File: config.mk
export PLATFORM = sky130hd
export DESIGN_NAME = led_matrix_top
export DESIGN_NICKNAME = d
export VERILOG_FILES = /design/src/source/led_matrix_pkg.sv /design/src/source/cmd_decode.sv /design/src/source/frame_store.sv /design/src/source/matrix_scan.sv /design/src/source/led_matrix_top.sv
export SDC_FILE = /design/constraint.sdc
export NUM_CORES = 1
export LEC_CHECK = 0
export BUFFER_PORTS_ARGS = -buffer_cell sky130_fd_sc_hd__buf_2
export CAP_MARGIN = 20
export CORE_MARGIN = 2
export CORE_UTILIZATION = 50
export CTS_CLUSTER_SIZE = 30
export DETAILED_ROUTE_END_ITERATION = 8
export GPL_TIMING_DRIVEN = 0
export PLACE_DENSITY_LB_ADDON = 0.2
export RECOVER_POWER = 50
export SLEW_MARGIN = 20
export SYNTH_ARGS = -nofsm -noshare
export SYNTH_HDL_FRONTEND = slang
export SYNTH_SLANG_ARGS = --single-unit
export TNS_END_PERCENT = 5
File: constraint.sdc
create_clock -name clk_root -period 4.4 [get_ports clk_root]
set_input_delay 1.1 -clock clk_root [delete_from_list [all_inputs] [get_ports clk_root]]
set_output_delay 1.1 -clock clk_root [all_outputs]
set_load 0.03 [all_outputs]
File: src/source/led_matrix_pkg.sv
// ******************************************************************
// led matrix package: opcodes, colour and config structs and the
// command word with its two-way payload decode
// ******************************************************************
package led_matrix_pkg;

    localparam int COLOR_BITS = 4;          // bits per channel, also plane count

    localparam logic [7:0] OP_PIXEL  = 8'h50;
    localparam logic [7:0] OP_CONFIG = 8'h43;

    // one pixel, red in the top nibble
    typedef struct packed {
        logic [COLOR_BITS-1:0] red;
        logic [COLOR_BITS-1:0] green;
        logic [COLOR_BITS-1:0] blue;
    } color_t;

    typedef struct packed {
        logic [2:0]            rgb_enable;    // red is bit 2
        logic [COLOR_BITS-1:0] plane_enable;  // bit n gates plane n
    } config_t;

    typedef struct packed {
        logic [3:0] pad;
        color_t     color;
    } pixel_view_t;

    typedef struct packed {
        logic [8:0] pad;
        config_t    cfg;
    } config_view_t;

    // same 16 payload bits, read per opcode
    typedef union packed {
        pixel_view_t  pixel;
        config_view_t conf;
    } payload_u;

    typedef struct packed {
        logic [7:0] opcode;
        logic [7:0] addr;
        payload_u   payload;
    } cmd_t;

    typedef struct packed {
        logic       half;   // 1 = bottom half
        logic [1:0] row;    // row pair inside the half
        logic [2:0] col;
        color_t     color;
    } pix_write_t;

endpackage

File: src/source/cmd_decode.sv
// ******************************************************************
// command decoder: packs strobed bytes into 4-byte commands and
// passes on pixel and config commands only
// ******************************************************************
module cmd_decode
    import led_matrix_pkg::*;
(
    input  logic       clk_root,
    input  logic       rst_n,
    input  logic       byte_valid,
    input  logic [7:0] byte_data,
    output cmd_t       cmd,
    output logic       cmd_valid
);

    logic [1:0]  byte_cnt;   // position inside the command
    logic [23:0] head;       // opcode, addr, payload high
    cmd_t        next_cmd;
    logic        known_op;
    logic        last_byte;

    // word as it would be with the current byte as the 4th
    assign next_cmd  = cmd_t'({head, byte_data});
    assign known_op  = (next_cmd.opcode == OP_PIXEL) || (next_cmd.opcode == OP_CONFIG);
    assign last_byte = byte_valid && (byte_cnt == 2'd3);

    // control path
    always_ff @(posedge clk_root) begin
        if (!rst_n) begin
            byte_cnt  <= 2'd0;
            cmd_valid <= 1'b0;
        end else begin
            cmd_valid <= last_byte && known_op;  // unknown opcodes die here
            if (byte_valid) begin
                byte_cnt <= byte_cnt + 2'd1;     // wraps after 4 bytes
            end
        end
    end

    // data path
    always_ff @(posedge clk_root) begin
        if (byte_valid) begin
            if (byte_cnt == 2'd3) begin
                cmd <= next_cmd;
            end else begin
                head <= {head[15:0], byte_data};
            end
        end
    end

endmodule

File: src/source/frame_store.sv
// ******************************************************************
// frame store: top and bottom pixel memories and the config
// register, written by decoded commands, read by the scan
// ******************************************************************
module frame_store
    import led_matrix_pkg::*;
#(
    parameter int COLS      = 8,
    parameter int ROW_PAIRS = 4
) (
    input  logic                                clk_root,
    input  logic                                rst_n,
    input  cmd_t                                cmd,
    input  logic                                cmd_valid,
    input  logic [$clog2(ROW_PAIRS*COLS)-1:0]   rd_index,
    output color_t                              pix_top,
    output color_t                              pix_bottom,
    output config_t                             cfg
);

    localparam int CW    = $clog2(COLS);
    localparam int RW    = $clog2(ROW_PAIRS);
    localparam int DEPTH = COLS * ROW_PAIRS;

    color_t mem_top    [DEPTH];
    color_t mem_bottom [DEPTH];

    pix_write_t          wr;
    logic [RW+CW-1:0]    wr_index;

    // addr is {half, row pair, col} from the msb down
    always_comb begin
        wr.half  = cmd.addr[CW+RW];
        wr.row   = 2'(cmd.addr[CW+RW-1:CW]);
        wr.col   = 3'(cmd.addr[CW-1:0]);
        wr.color = cmd.payload.pixel.color;
    end

    assign wr_index = {RW'(wr.row), CW'(wr.col)};

    always_ff @(posedge clk_root) begin
        if (cmd_valid && (cmd.opcode == OP_PIXEL)) begin
            if (wr.half) begin
                mem_bottom[wr_index] <= wr.color;
            end else begin
                mem_top[wr_index] <= wr.color;
            end
        end
        pix_top    <= mem_top[rd_index];     // one cycle read
        pix_bottom <= mem_bottom[rd_index];
    end

    // everything enabled out of reset
    always_ff @(posedge clk_root) begin
        if (!rst_n) begin
            cfg <= config_t'('1);
        end else if (cmd_valid && (cmd.opcode == OP_CONFIG)) begin
            cfg <= cmd.payload.conf.cfg;
        end
    end

endmodule

File: src/source/matrix_scan.sv
// ******************************************************************
// matrix scan: shift, latch and display sequence per row pair and
// bit-plane, with pixel fetch and channel and plane masking
// ******************************************************************
module matrix_scan
    import led_matrix_pkg::*;
#(
    parameter int COLS      = 8,
    parameter int ROW_PAIRS = 4,
    parameter int OE_UNIT   = 4
) (
    input  logic                                clk_root,
    input  logic                                rst_n,
    input  color_t                              pix_top,
    input  color_t                              pix_bottom,
    input  config_t                             cfg,
    output logic [$clog2(ROW_PAIRS*COLS)-1:0]   rd_index,
    output logic [2:0]                          rgb_top,
    output logic [2:0]                          rgb_bottom,
    output logic [$clog2(ROW_PAIRS)-1:0]        row_addr,
    output logic                                clk_pixel,
    output logic                                row_latch,
    output logic                                output_enable
);

    localparam int RW = $clog2(ROW_PAIRS);
    localparam int TW = $clog2(2 * COLS);       // two cycles per column
    localparam int PW = $clog2(COLOR_BITS);
    localparam int DW = $clog2(OE_UNIT * (1 << (COLOR_BITS - 1)) + 1);

    typedef enum logic [1:0] {
        SHIFT,
        LATCH,
        SHOW
    } phase_t;

    phase_t        phase;
    logic [TW-1:0] tick;
    logic [DW-1:0] dcnt;       // display cycles left
    logic [PW-1:0] plane;
    logic [RW-1:0] row_pair;
    logic          issue;
    logic          strobe_d1;
    logic          latch_d1;
    logic          oe_d1;

    // pick this plane's bit of each channel, then apply both enables
    function automatic logic [2:0] plane_bits(color_t px, logic [PW-1:0] pl, config_t c);
        logic [2:0] bits;
        bits = {px.red[pl], px.green[pl], px.blue[pl]};
        return bits & c.rgb_enable & {3{c.plane_enable[pl]}};
    endfunction

    // read address on even shift ticks, column is tick / 2
    assign issue    = (phase == SHIFT) && !tick[0];
    assign rd_index = {row_pair, tick[TW-1:1]};

    // sequencer, runs two cycles ahead of the panel pins
    always_ff @(posedge clk_root) begin
        if (!rst_n) begin
            phase    <= SHIFT;
            tick     <= '0;
            dcnt     <= '0;
            plane    <= '0;
            row_pair <= '0;
        end else begin
            case (phase)
                SHIFT: begin
                    if (tick == TW'(2 * COLS - 1)) begin
                        tick  <= '0;
                        phase <= LATCH;
                    end else begin
                        tick <= tick + 1'b1;
                    end
                end
                LATCH: begin
                    dcnt  <= DW'(OE_UNIT) << plane;  // binary weighted on time
                    phase <= SHOW;
                end
                default: begin
                    if (dcnt == DW'(1)) begin
                        phase <= SHIFT;
                        plane <= plane + 1'b1;
                        if (plane == PW'(COLOR_BITS - 1)) begin
                            row_pair <= row_pair + 1'b1;  // planes inside row pair
                        end
                    end else begin
                        dcnt <= dcnt - 1'b1;
                    end
                end
            endcase
        end
    end

    // two stage delay lines, matching the memory read latency
    always_ff @(posedge clk_root) begin
        if (!rst_n) begin
            strobe_d1     <= 1'b0;
            latch_d1      <= 1'b0;
            oe_d1         <= 1'b0;
            clk_pixel     <= 1'b0;
            row_latch     <= 1'b0;
            output_enable <= 1'b0;
            row_addr      <= '0;
        end else begin
            strobe_d1     <= issue;
            latch_d1      <= (phase == LATCH);
            oe_d1         <= (phase == SHOW);
            clk_pixel     <= strobe_d1;
            row_latch     <= latch_d1;
            output_enable <= oe_d1;
            if (latch_d1) begin
                row_addr <= row_pair;  // held through the display time
            end
        end
    end

    // pixel data is valid while strobe_d1 is high
    always_ff @(posedge clk_root) begin
        if (strobe_d1) begin
            rgb_top    <= plane_bits(pix_top, plane, cfg);
            rgb_bottom <= plane_bits(pix_bottom, plane, cfg);
        end
    end

endmodule

File: src/source/led_matrix_top.sv
// ******************************************************************
// led matrix top: byte command decode, frame store and panel scan
// ******************************************************************
module led_matrix_top
    import led_matrix_pkg::*;
#(
    parameter int COLS      = 8,
    parameter int ROW_PAIRS = 4,
    parameter int OE_UNIT   = 4
) (
    input  logic                            clk_root,
    input  logic                            rst_n,
    input  logic                            byte_valid,
    input  logic [7:0]                      byte_data,
    output logic [2:0]                      rgb_top,
    output logic [2:0]                      rgb_bottom,
    output logic [$clog2(ROW_PAIRS)-1:0]    row_addr,
    output logic                            clk_pixel,
    output logic                            row_latch,
    output logic                            output_enable
);

    cmd_t                                cmd;
    logic                                cmd_valid;
    logic [$clog2(ROW_PAIRS*COLS)-1:0]   rd_index;   // {row pair, col}
    color_t                              pix_top;
    color_t                              pix_bottom;
    config_t                             cfg;

    cmd_decode u_decode (
        .clk_root   (clk_root),
        .rst_n      (rst_n),
        .byte_valid (byte_valid),
        .byte_data  (byte_data),
        .cmd        (cmd),
        .cmd_valid  (cmd_valid)
    );

    frame_store #(
        .COLS       (COLS),
        .ROW_PAIRS  (ROW_PAIRS)
    ) u_store (
        .clk_root   (clk_root),
        .rst_n      (rst_n),
        .cmd        (cmd),
        .cmd_valid  (cmd_valid),
        .rd_index   (rd_index),
        .pix_top    (pix_top),
        .pix_bottom (pix_bottom),
        .cfg        (cfg)
    );

    matrix_scan #(
        .COLS          (COLS),
        .ROW_PAIRS     (ROW_PAIRS),
        .OE_UNIT       (OE_UNIT)
    ) u_scan (
        .clk_root      (clk_root),
        .rst_n         (rst_n),
        .pix_top       (pix_top),
        .pix_bottom    (pix_bottom),
        .cfg           (cfg),
        .rd_index      (rd_index),
        .rgb_top       (rgb_top),
        .rgb_bottom    (rgb_bottom),
        .row_addr      (row_addr),
        .clk_pixel     (clk_pixel),
        .row_latch     (row_latch),
        .output_enable (output_enable)
    );

endmodule

======== Yosys cells after proc, flatten, opt, wreduce, memory -nomap -nowiden ========
Memories as Yosys holds them, arrays and structs flattened. A register that Yosys moved wholly into a read port is not among the register bits.
Index checks and enable logic that the tools add are counted.
storage, ports and cells
  output and inout bits ................... 11
  memory bits (writable) .................. 768
  logic and storage cells ................. 92
  register bits after elaboration ......... 90
  memories kept ........................... 2
cells by class
  magnitude comparators ................... 1
  add/sub/neg operators ................... 5
  bitwise logic cells ..................... 7
  shifts and indexed selects .............. 1
  muxes and demuxes ....................... 26
  reductions and logical operators ........ 16
  eq/ne operators ......................... 12
memory list
  memory              words  bits a word  rd ports  clocked after memory_dff  write ports  line               RTL
  u_store.mem_bottom  32     12           1         1                         1            frame_store.sv:26  color_t mem_bottom [DEPTH];
  u_store.mem_top     32     12           1         1                         1            frame_store.sv:25  color_t mem_top [DEPTH];
operators with widths
  operator               count
  $eq A8 B7 Y1 const B   4
  $bmux W1 S2            7
  $mux W1                13
  $and A3 B3 Y3          4
  $pmux W6 S2            1
  $reduce_and A2 Y1      5
  $add A2 B1 Y2 const B  3
  $eq A2 B2 Y1 const B   3
  $eq A6 B1 Y1 const B   1
  $mux W6                1
  $shl A3 B2 Y6 const A  1
  $sub A6 B1 Y6 const B  1
  $logic_and A1 B1 Y1    5
  $add A4 B1 Y4 const B  1
  $eq A4 B4 Y1 const B   1
  $mux W2                2
  $mux W4                1
  $ne A2 B2 Y1 const B   2
  $pmux W2 S2            1
  $lt A2 B3 Y1 const B   1
  $not A1 Y1             3
  $reduce_and A3 Y1      1
  $reduce_bool A3 Y1     1
  $eq A2 B1 Y1 const B   1
  4 further kinds        4

======== Depth between registers and ports, before layout ========
  word-level depth ........................ 4
  mapped depth ............................ 7
  mapped depth without buffers ............ 6

======== Cells and area by module ========
From an unflattened synthesis, not the netlist that was laid out.
second synthesis, totals
  cells, all modules ...................... 1999
  area, all modules ....................... 34302.9 µm²
modules (own cells, without submodules)
  module       area an instance (µm²)  cells each  instances  seq. area each (µm²)
  frame_store  30923.4                 1783        1          23682.7
  cmd_decode   1844.3                  71          1          1741.7
  matrix_scan  1535.2                  145         1          660.6

======== Worst setup path after synthesis ========
OpenSTA, ideal clock, no wires.
  kind .................................... input port to flip-flop
  start ................................... input port byte_valid
  end ..................................... register u_decode.head[0] (enable)
  arrival ................................. 2206 ps
  slack ................................... 1787 ps
  required time ........................... 3992 ps
  stages on the path ...................... 1
  cell sequence ........................... nor2b_1
between the ends
  cells in the longest elaborated chain, start to end .. 1
RTL lines
  what                                line                  RTL
  from (decl)                         led_matrix_top.sv:13  input logic byte_valid,
  $reduce_and A2 Y1 (no source line)  --
  to (signal assigned)                cmd_decode.sv:46      head <= {head[15:0], byte_data};
  to (decl)                           cmd_decode.sv:17      logic [23:0] head;
No other way between the ends.
A chain may end at the register's enable or synchronous reset.

======== Worst setup path in the final report ========
  start ................................... register u_decode.cmd[7] (netlist name)
  end ..................................... memory u_store.mem_top[18][7] (netlist name) (data pin)
RTL lines
  what       line
  to (decl)  frame_store.sv:25
Straight into the memory's write port.

==> results.md <==
* Slew margin rel. at -0.549
* Routed wire length at 83500 um
* Syn_area_per_cell at 17.1 um^2
* Post-route cell area at between 0.03 and 0.04 mm^2
* Cells after Synth at roughly 2000
* CP Launch Type: flip-flop
* Top cell type by total area after synthesis: edfxtp_1
* Post-route clock period utilization at 0.763
* Final global-route overflow total at 0
* Pin count of the biggest net entering global routing at 28
* Crit Path Class: reg2reg
* Share of layout cells above drive strength 1 at 0.128
* Peak supply drop at ~320 uV
* Pint at roughly 0.013 W
* Power per Cell Area at between 400 and 500 mW/mm^2
* FF-to-FF Start: u_decode.cmd[7]
* Worst setup margin at between 1 and 1.5 ns
* FF/Latch Area at 0.0259 mm^2
* Max Fclk at around 300 MHz
* Mapped Area at about 0.034 mm^2
* Buffer count from post-CTS setup fixing at 0
* Port Buffer Count at 20
* Skew final at 0.0227 ns
* Req. time, crit path at between 4 and 5 ns
* TritonCTS clock tree: done
* Final min period at between 3 and 4 ns
* YS warnings at 0
* Hold Vio Cnt, Final at 0
* R2r endpoint: u_store.mem_top[18][7]
* R2R setup slack at between 1 and 1.5 ns
* Rows at 95
* Synth top area share at 0.727
* Clock power frac at 0.416
* Die X at between 200 and 300 um
* Setup violators final at 0
* Failing checks: capacitance limit, slew limit
* PostCTS Resize Cnt at 0
* Fillers at between 5000 and 6000
* Gate power share at 0.045
* Slew @ Worst Pin at 2.32 ns
* Detailed Routing Iterations Pass 1 at 5
* Unique masters post-synth at 46
* Main synth FF type: edfxtp_1
* Top post-synthesis cells by count: edfxtp_1, mux2i_1, nand2_1
* Dpl ws at around 1.1 ns
* Hold_buf cts at 0
* ANT nets after route at 0
* Critical Path AT at between 3 and 4 ns
* EDFF count, synth at a little over 800
* Cell with the most instances after synthesis: edfxtp_1
* Max-cap violations at 1
* Area grow syn2layout at 12.4%
* Status: finished, violations left
* Post-synthesis sequential area ratio at 0.761
* Worst-Skew Late Latency at ~0.64 ns
* Post-DP Area at between 0.03 and 0.04 mm^2
* DRC at 0
* Reg clk slew, reported paths at ~0.060 ns
* Initial core utilization at 0.506
* Die area at around 0.070 mm^2
* DP HPWL at 56900 um
* Synth top area cells: edfxtp_1, mux2i_1, dfxtp_1, a22oi_1, a22o_1
* Switch share at 0.214
* Root buffer cell: clkbuf_16
* Initial DRC count at 1962
* Detailed-route via count at 18300
* Footprint of the multi-input gates at 0.00758 mm^2
* Clk sink count at 882
* H-tree Lvls at 3
* WHS Endpoint: u_decode.head[22]
* Crit Path Max Fanout at 18
* Leakage at about 12 nW
* Synth async-reset ratio at 0
* NetSw at 0.00363 W
* Vias in the first global route at roughly 18000
* Die Height at ~260 um
* Flop pwr share at 0.538
* Slew Limit Fails at 25
* Core area at roughly 0.067 mm^2
* Yosys reg bits at around 900
* CTS Buf Count at 89
* Class of the worst hold path: reg2reg
* Vias per cell at around 6
* Max Root-Sink Buffers at 3
* First-pass GRT wire length at 120000 um
* WL/cell at about 27 um
* Syn_nets at 2015
* GRT Overall Usage at 0.238
* GPL Wtd Cong at between 0.8 and 0.9
* R2R depth at 3
* # IOs at 22
* Worst Hold Depth at 0
* Crit. End Element: flip-flop
* Initial antenna violation count at 4
* Final nets at 2172
* Unrepaired setup endpoints after global routing: no
* Hold_sp: u_decode.head[14]
* TNS Setup at 0 ns
==> cells by family (layout without fill, tap and decap cells) <==
kind of cell / count (synthesis) / after routing / share of synthesized area
AOI/OAI and AO/OA: 236 / 236 / 0.0469
xor gates and xnor gates: 6 / 6 / 0.00154
adders and majority gates: 8 / 8 / 0.00294
buffers and inverters: 116 / 346 / 0.0194
DFF: 882 / 882 / 0.761
muxes: 402 / 402 / 0.121
other: 0 / 1 / 0
and+or+nand+nor: 346 / 346 / 0.0476
==> worst max-delay path, cell delays in order (launching register included) <==
cell	delay (ns)
edfxtp_1	0.84
clkbuf_1	0.72
clkbuf_1	0.71
clkbuf_1	0.71
==> layout by cell type (no fill, tap or decap), types with 3 or more instances in the layout <==
cell / instances
buf_4: 36
buf_6: 9
xnor2_1: 4
nand3_1: 81
clkinv_2: 18
a22o_1: 48
ha_1: 8
nor2_1: 29
and2_0: 7
nand3b_1: 3
mux4_2: 7
clkinvlp_4: 3
buf_2: 55
o21ai_0: 8
and3_1: 9
a31oi_1: 24
mux2i_1: 395
a21oi_1: 76
edfxtp_1: 824
nor3b_1: 3
clkbuf_1: 100
clkbuf_16: 93
nor2_2: 47
clkinv_1: 17
inv_1: 4
nor2b_1: 12
a22oi_1: 72
dfxtp_1: 58
nor3_1: 27
and2_1: 7
nand2_1: 104
==> through the flow <==
stage	instances	util	hold slack, ns	total power [W]
finish	3100	0.569	0.430	0.0170
global route	3099	0.569	0.435	0.0175
CTS	3095	0.576	0.429	0.0171
detailed placement	2931	0.536	0.405	0.0101
global placement	2889	0.524	0.400	0.0101
floorplan	1996	-	0.400	0.00980
==> worst max-delay path by stage <==
stage / from / endpoint / slack [ns]
finish: u_decode.cmd[7] / u_store.mem_top[18][7] / 1.04
global route: u_decode.cmd[7] / u_store.mem_top[18][7] / 0.82
floorplan: byte_valid / u_decode.head[0] / 1.79
global placement: byte_valid / u_decode.head[0] / 0.98
CTS: u_decode.cmd[27] / u_store.mem_bottom[27][2] / 1.09
detailed placement: u_decode.cmd[27] / u_store.mem_bottom[27][4] / 1.09
==> metal layers <==
layer | share of wire | vias to the layer above | GRT usage
met3 | 0.074 | 144 | 0.0477
met2 | 0.46 | 757 | 0.369
met4 | 0.032 | 2 | 0.0770
met1 | 0.43 | 9307 | 0.340
li1 | - | 8108 | -
met5 | 0.00022 | - | 0
==> cell type report <==
class	instances	area share
Clock buffer	119	0.0639
Antenna cell	1	0.0000654
Buffer	112	0.0167
Multi-Input combinational cell	998	0.198
Timing Repair Buffer	66	0.00788
Inverter	4	0.000392
Sequential cell	882	0.677
Tap cell	873	0.0285
Clock inverter	45	0.00745
==> registers in the layout, indices dropped and copies added (netlist names), 2 cells and up <==
signal              count
u_store.mem_bottom    384
u_store.mem_top       384
u_decode.cmd           26
u_decode.head          24
u_store.pix_bottom     12
u_store.pix_top        12
u_store.cfg             7
u_scan.dcnt             6
u_scan.tick             4
u_scan.rgb_bottom       3
u_scan.rgb_top          3
u_decode.byte_cnt       2
u_scan.phase            2
u_scan.plane            2
u_scan.row_addr         2
u_scan.row_pair         2
==> power by group through the flow <==
stage	Clock (W)	Sequential, W	Combinational [W]
global placement	0	0.00934	0.000731
finish	0.00708	0.00915	0.000772
global route	0.00752	0.00915	0.000808
CTS	0.00717	0.00915	0.000778
floorplan	0	0.00933	0.000472
detailed placement	0	0.00933	0.000775
No activity file was read; power rests on OpenSTA's default activity.
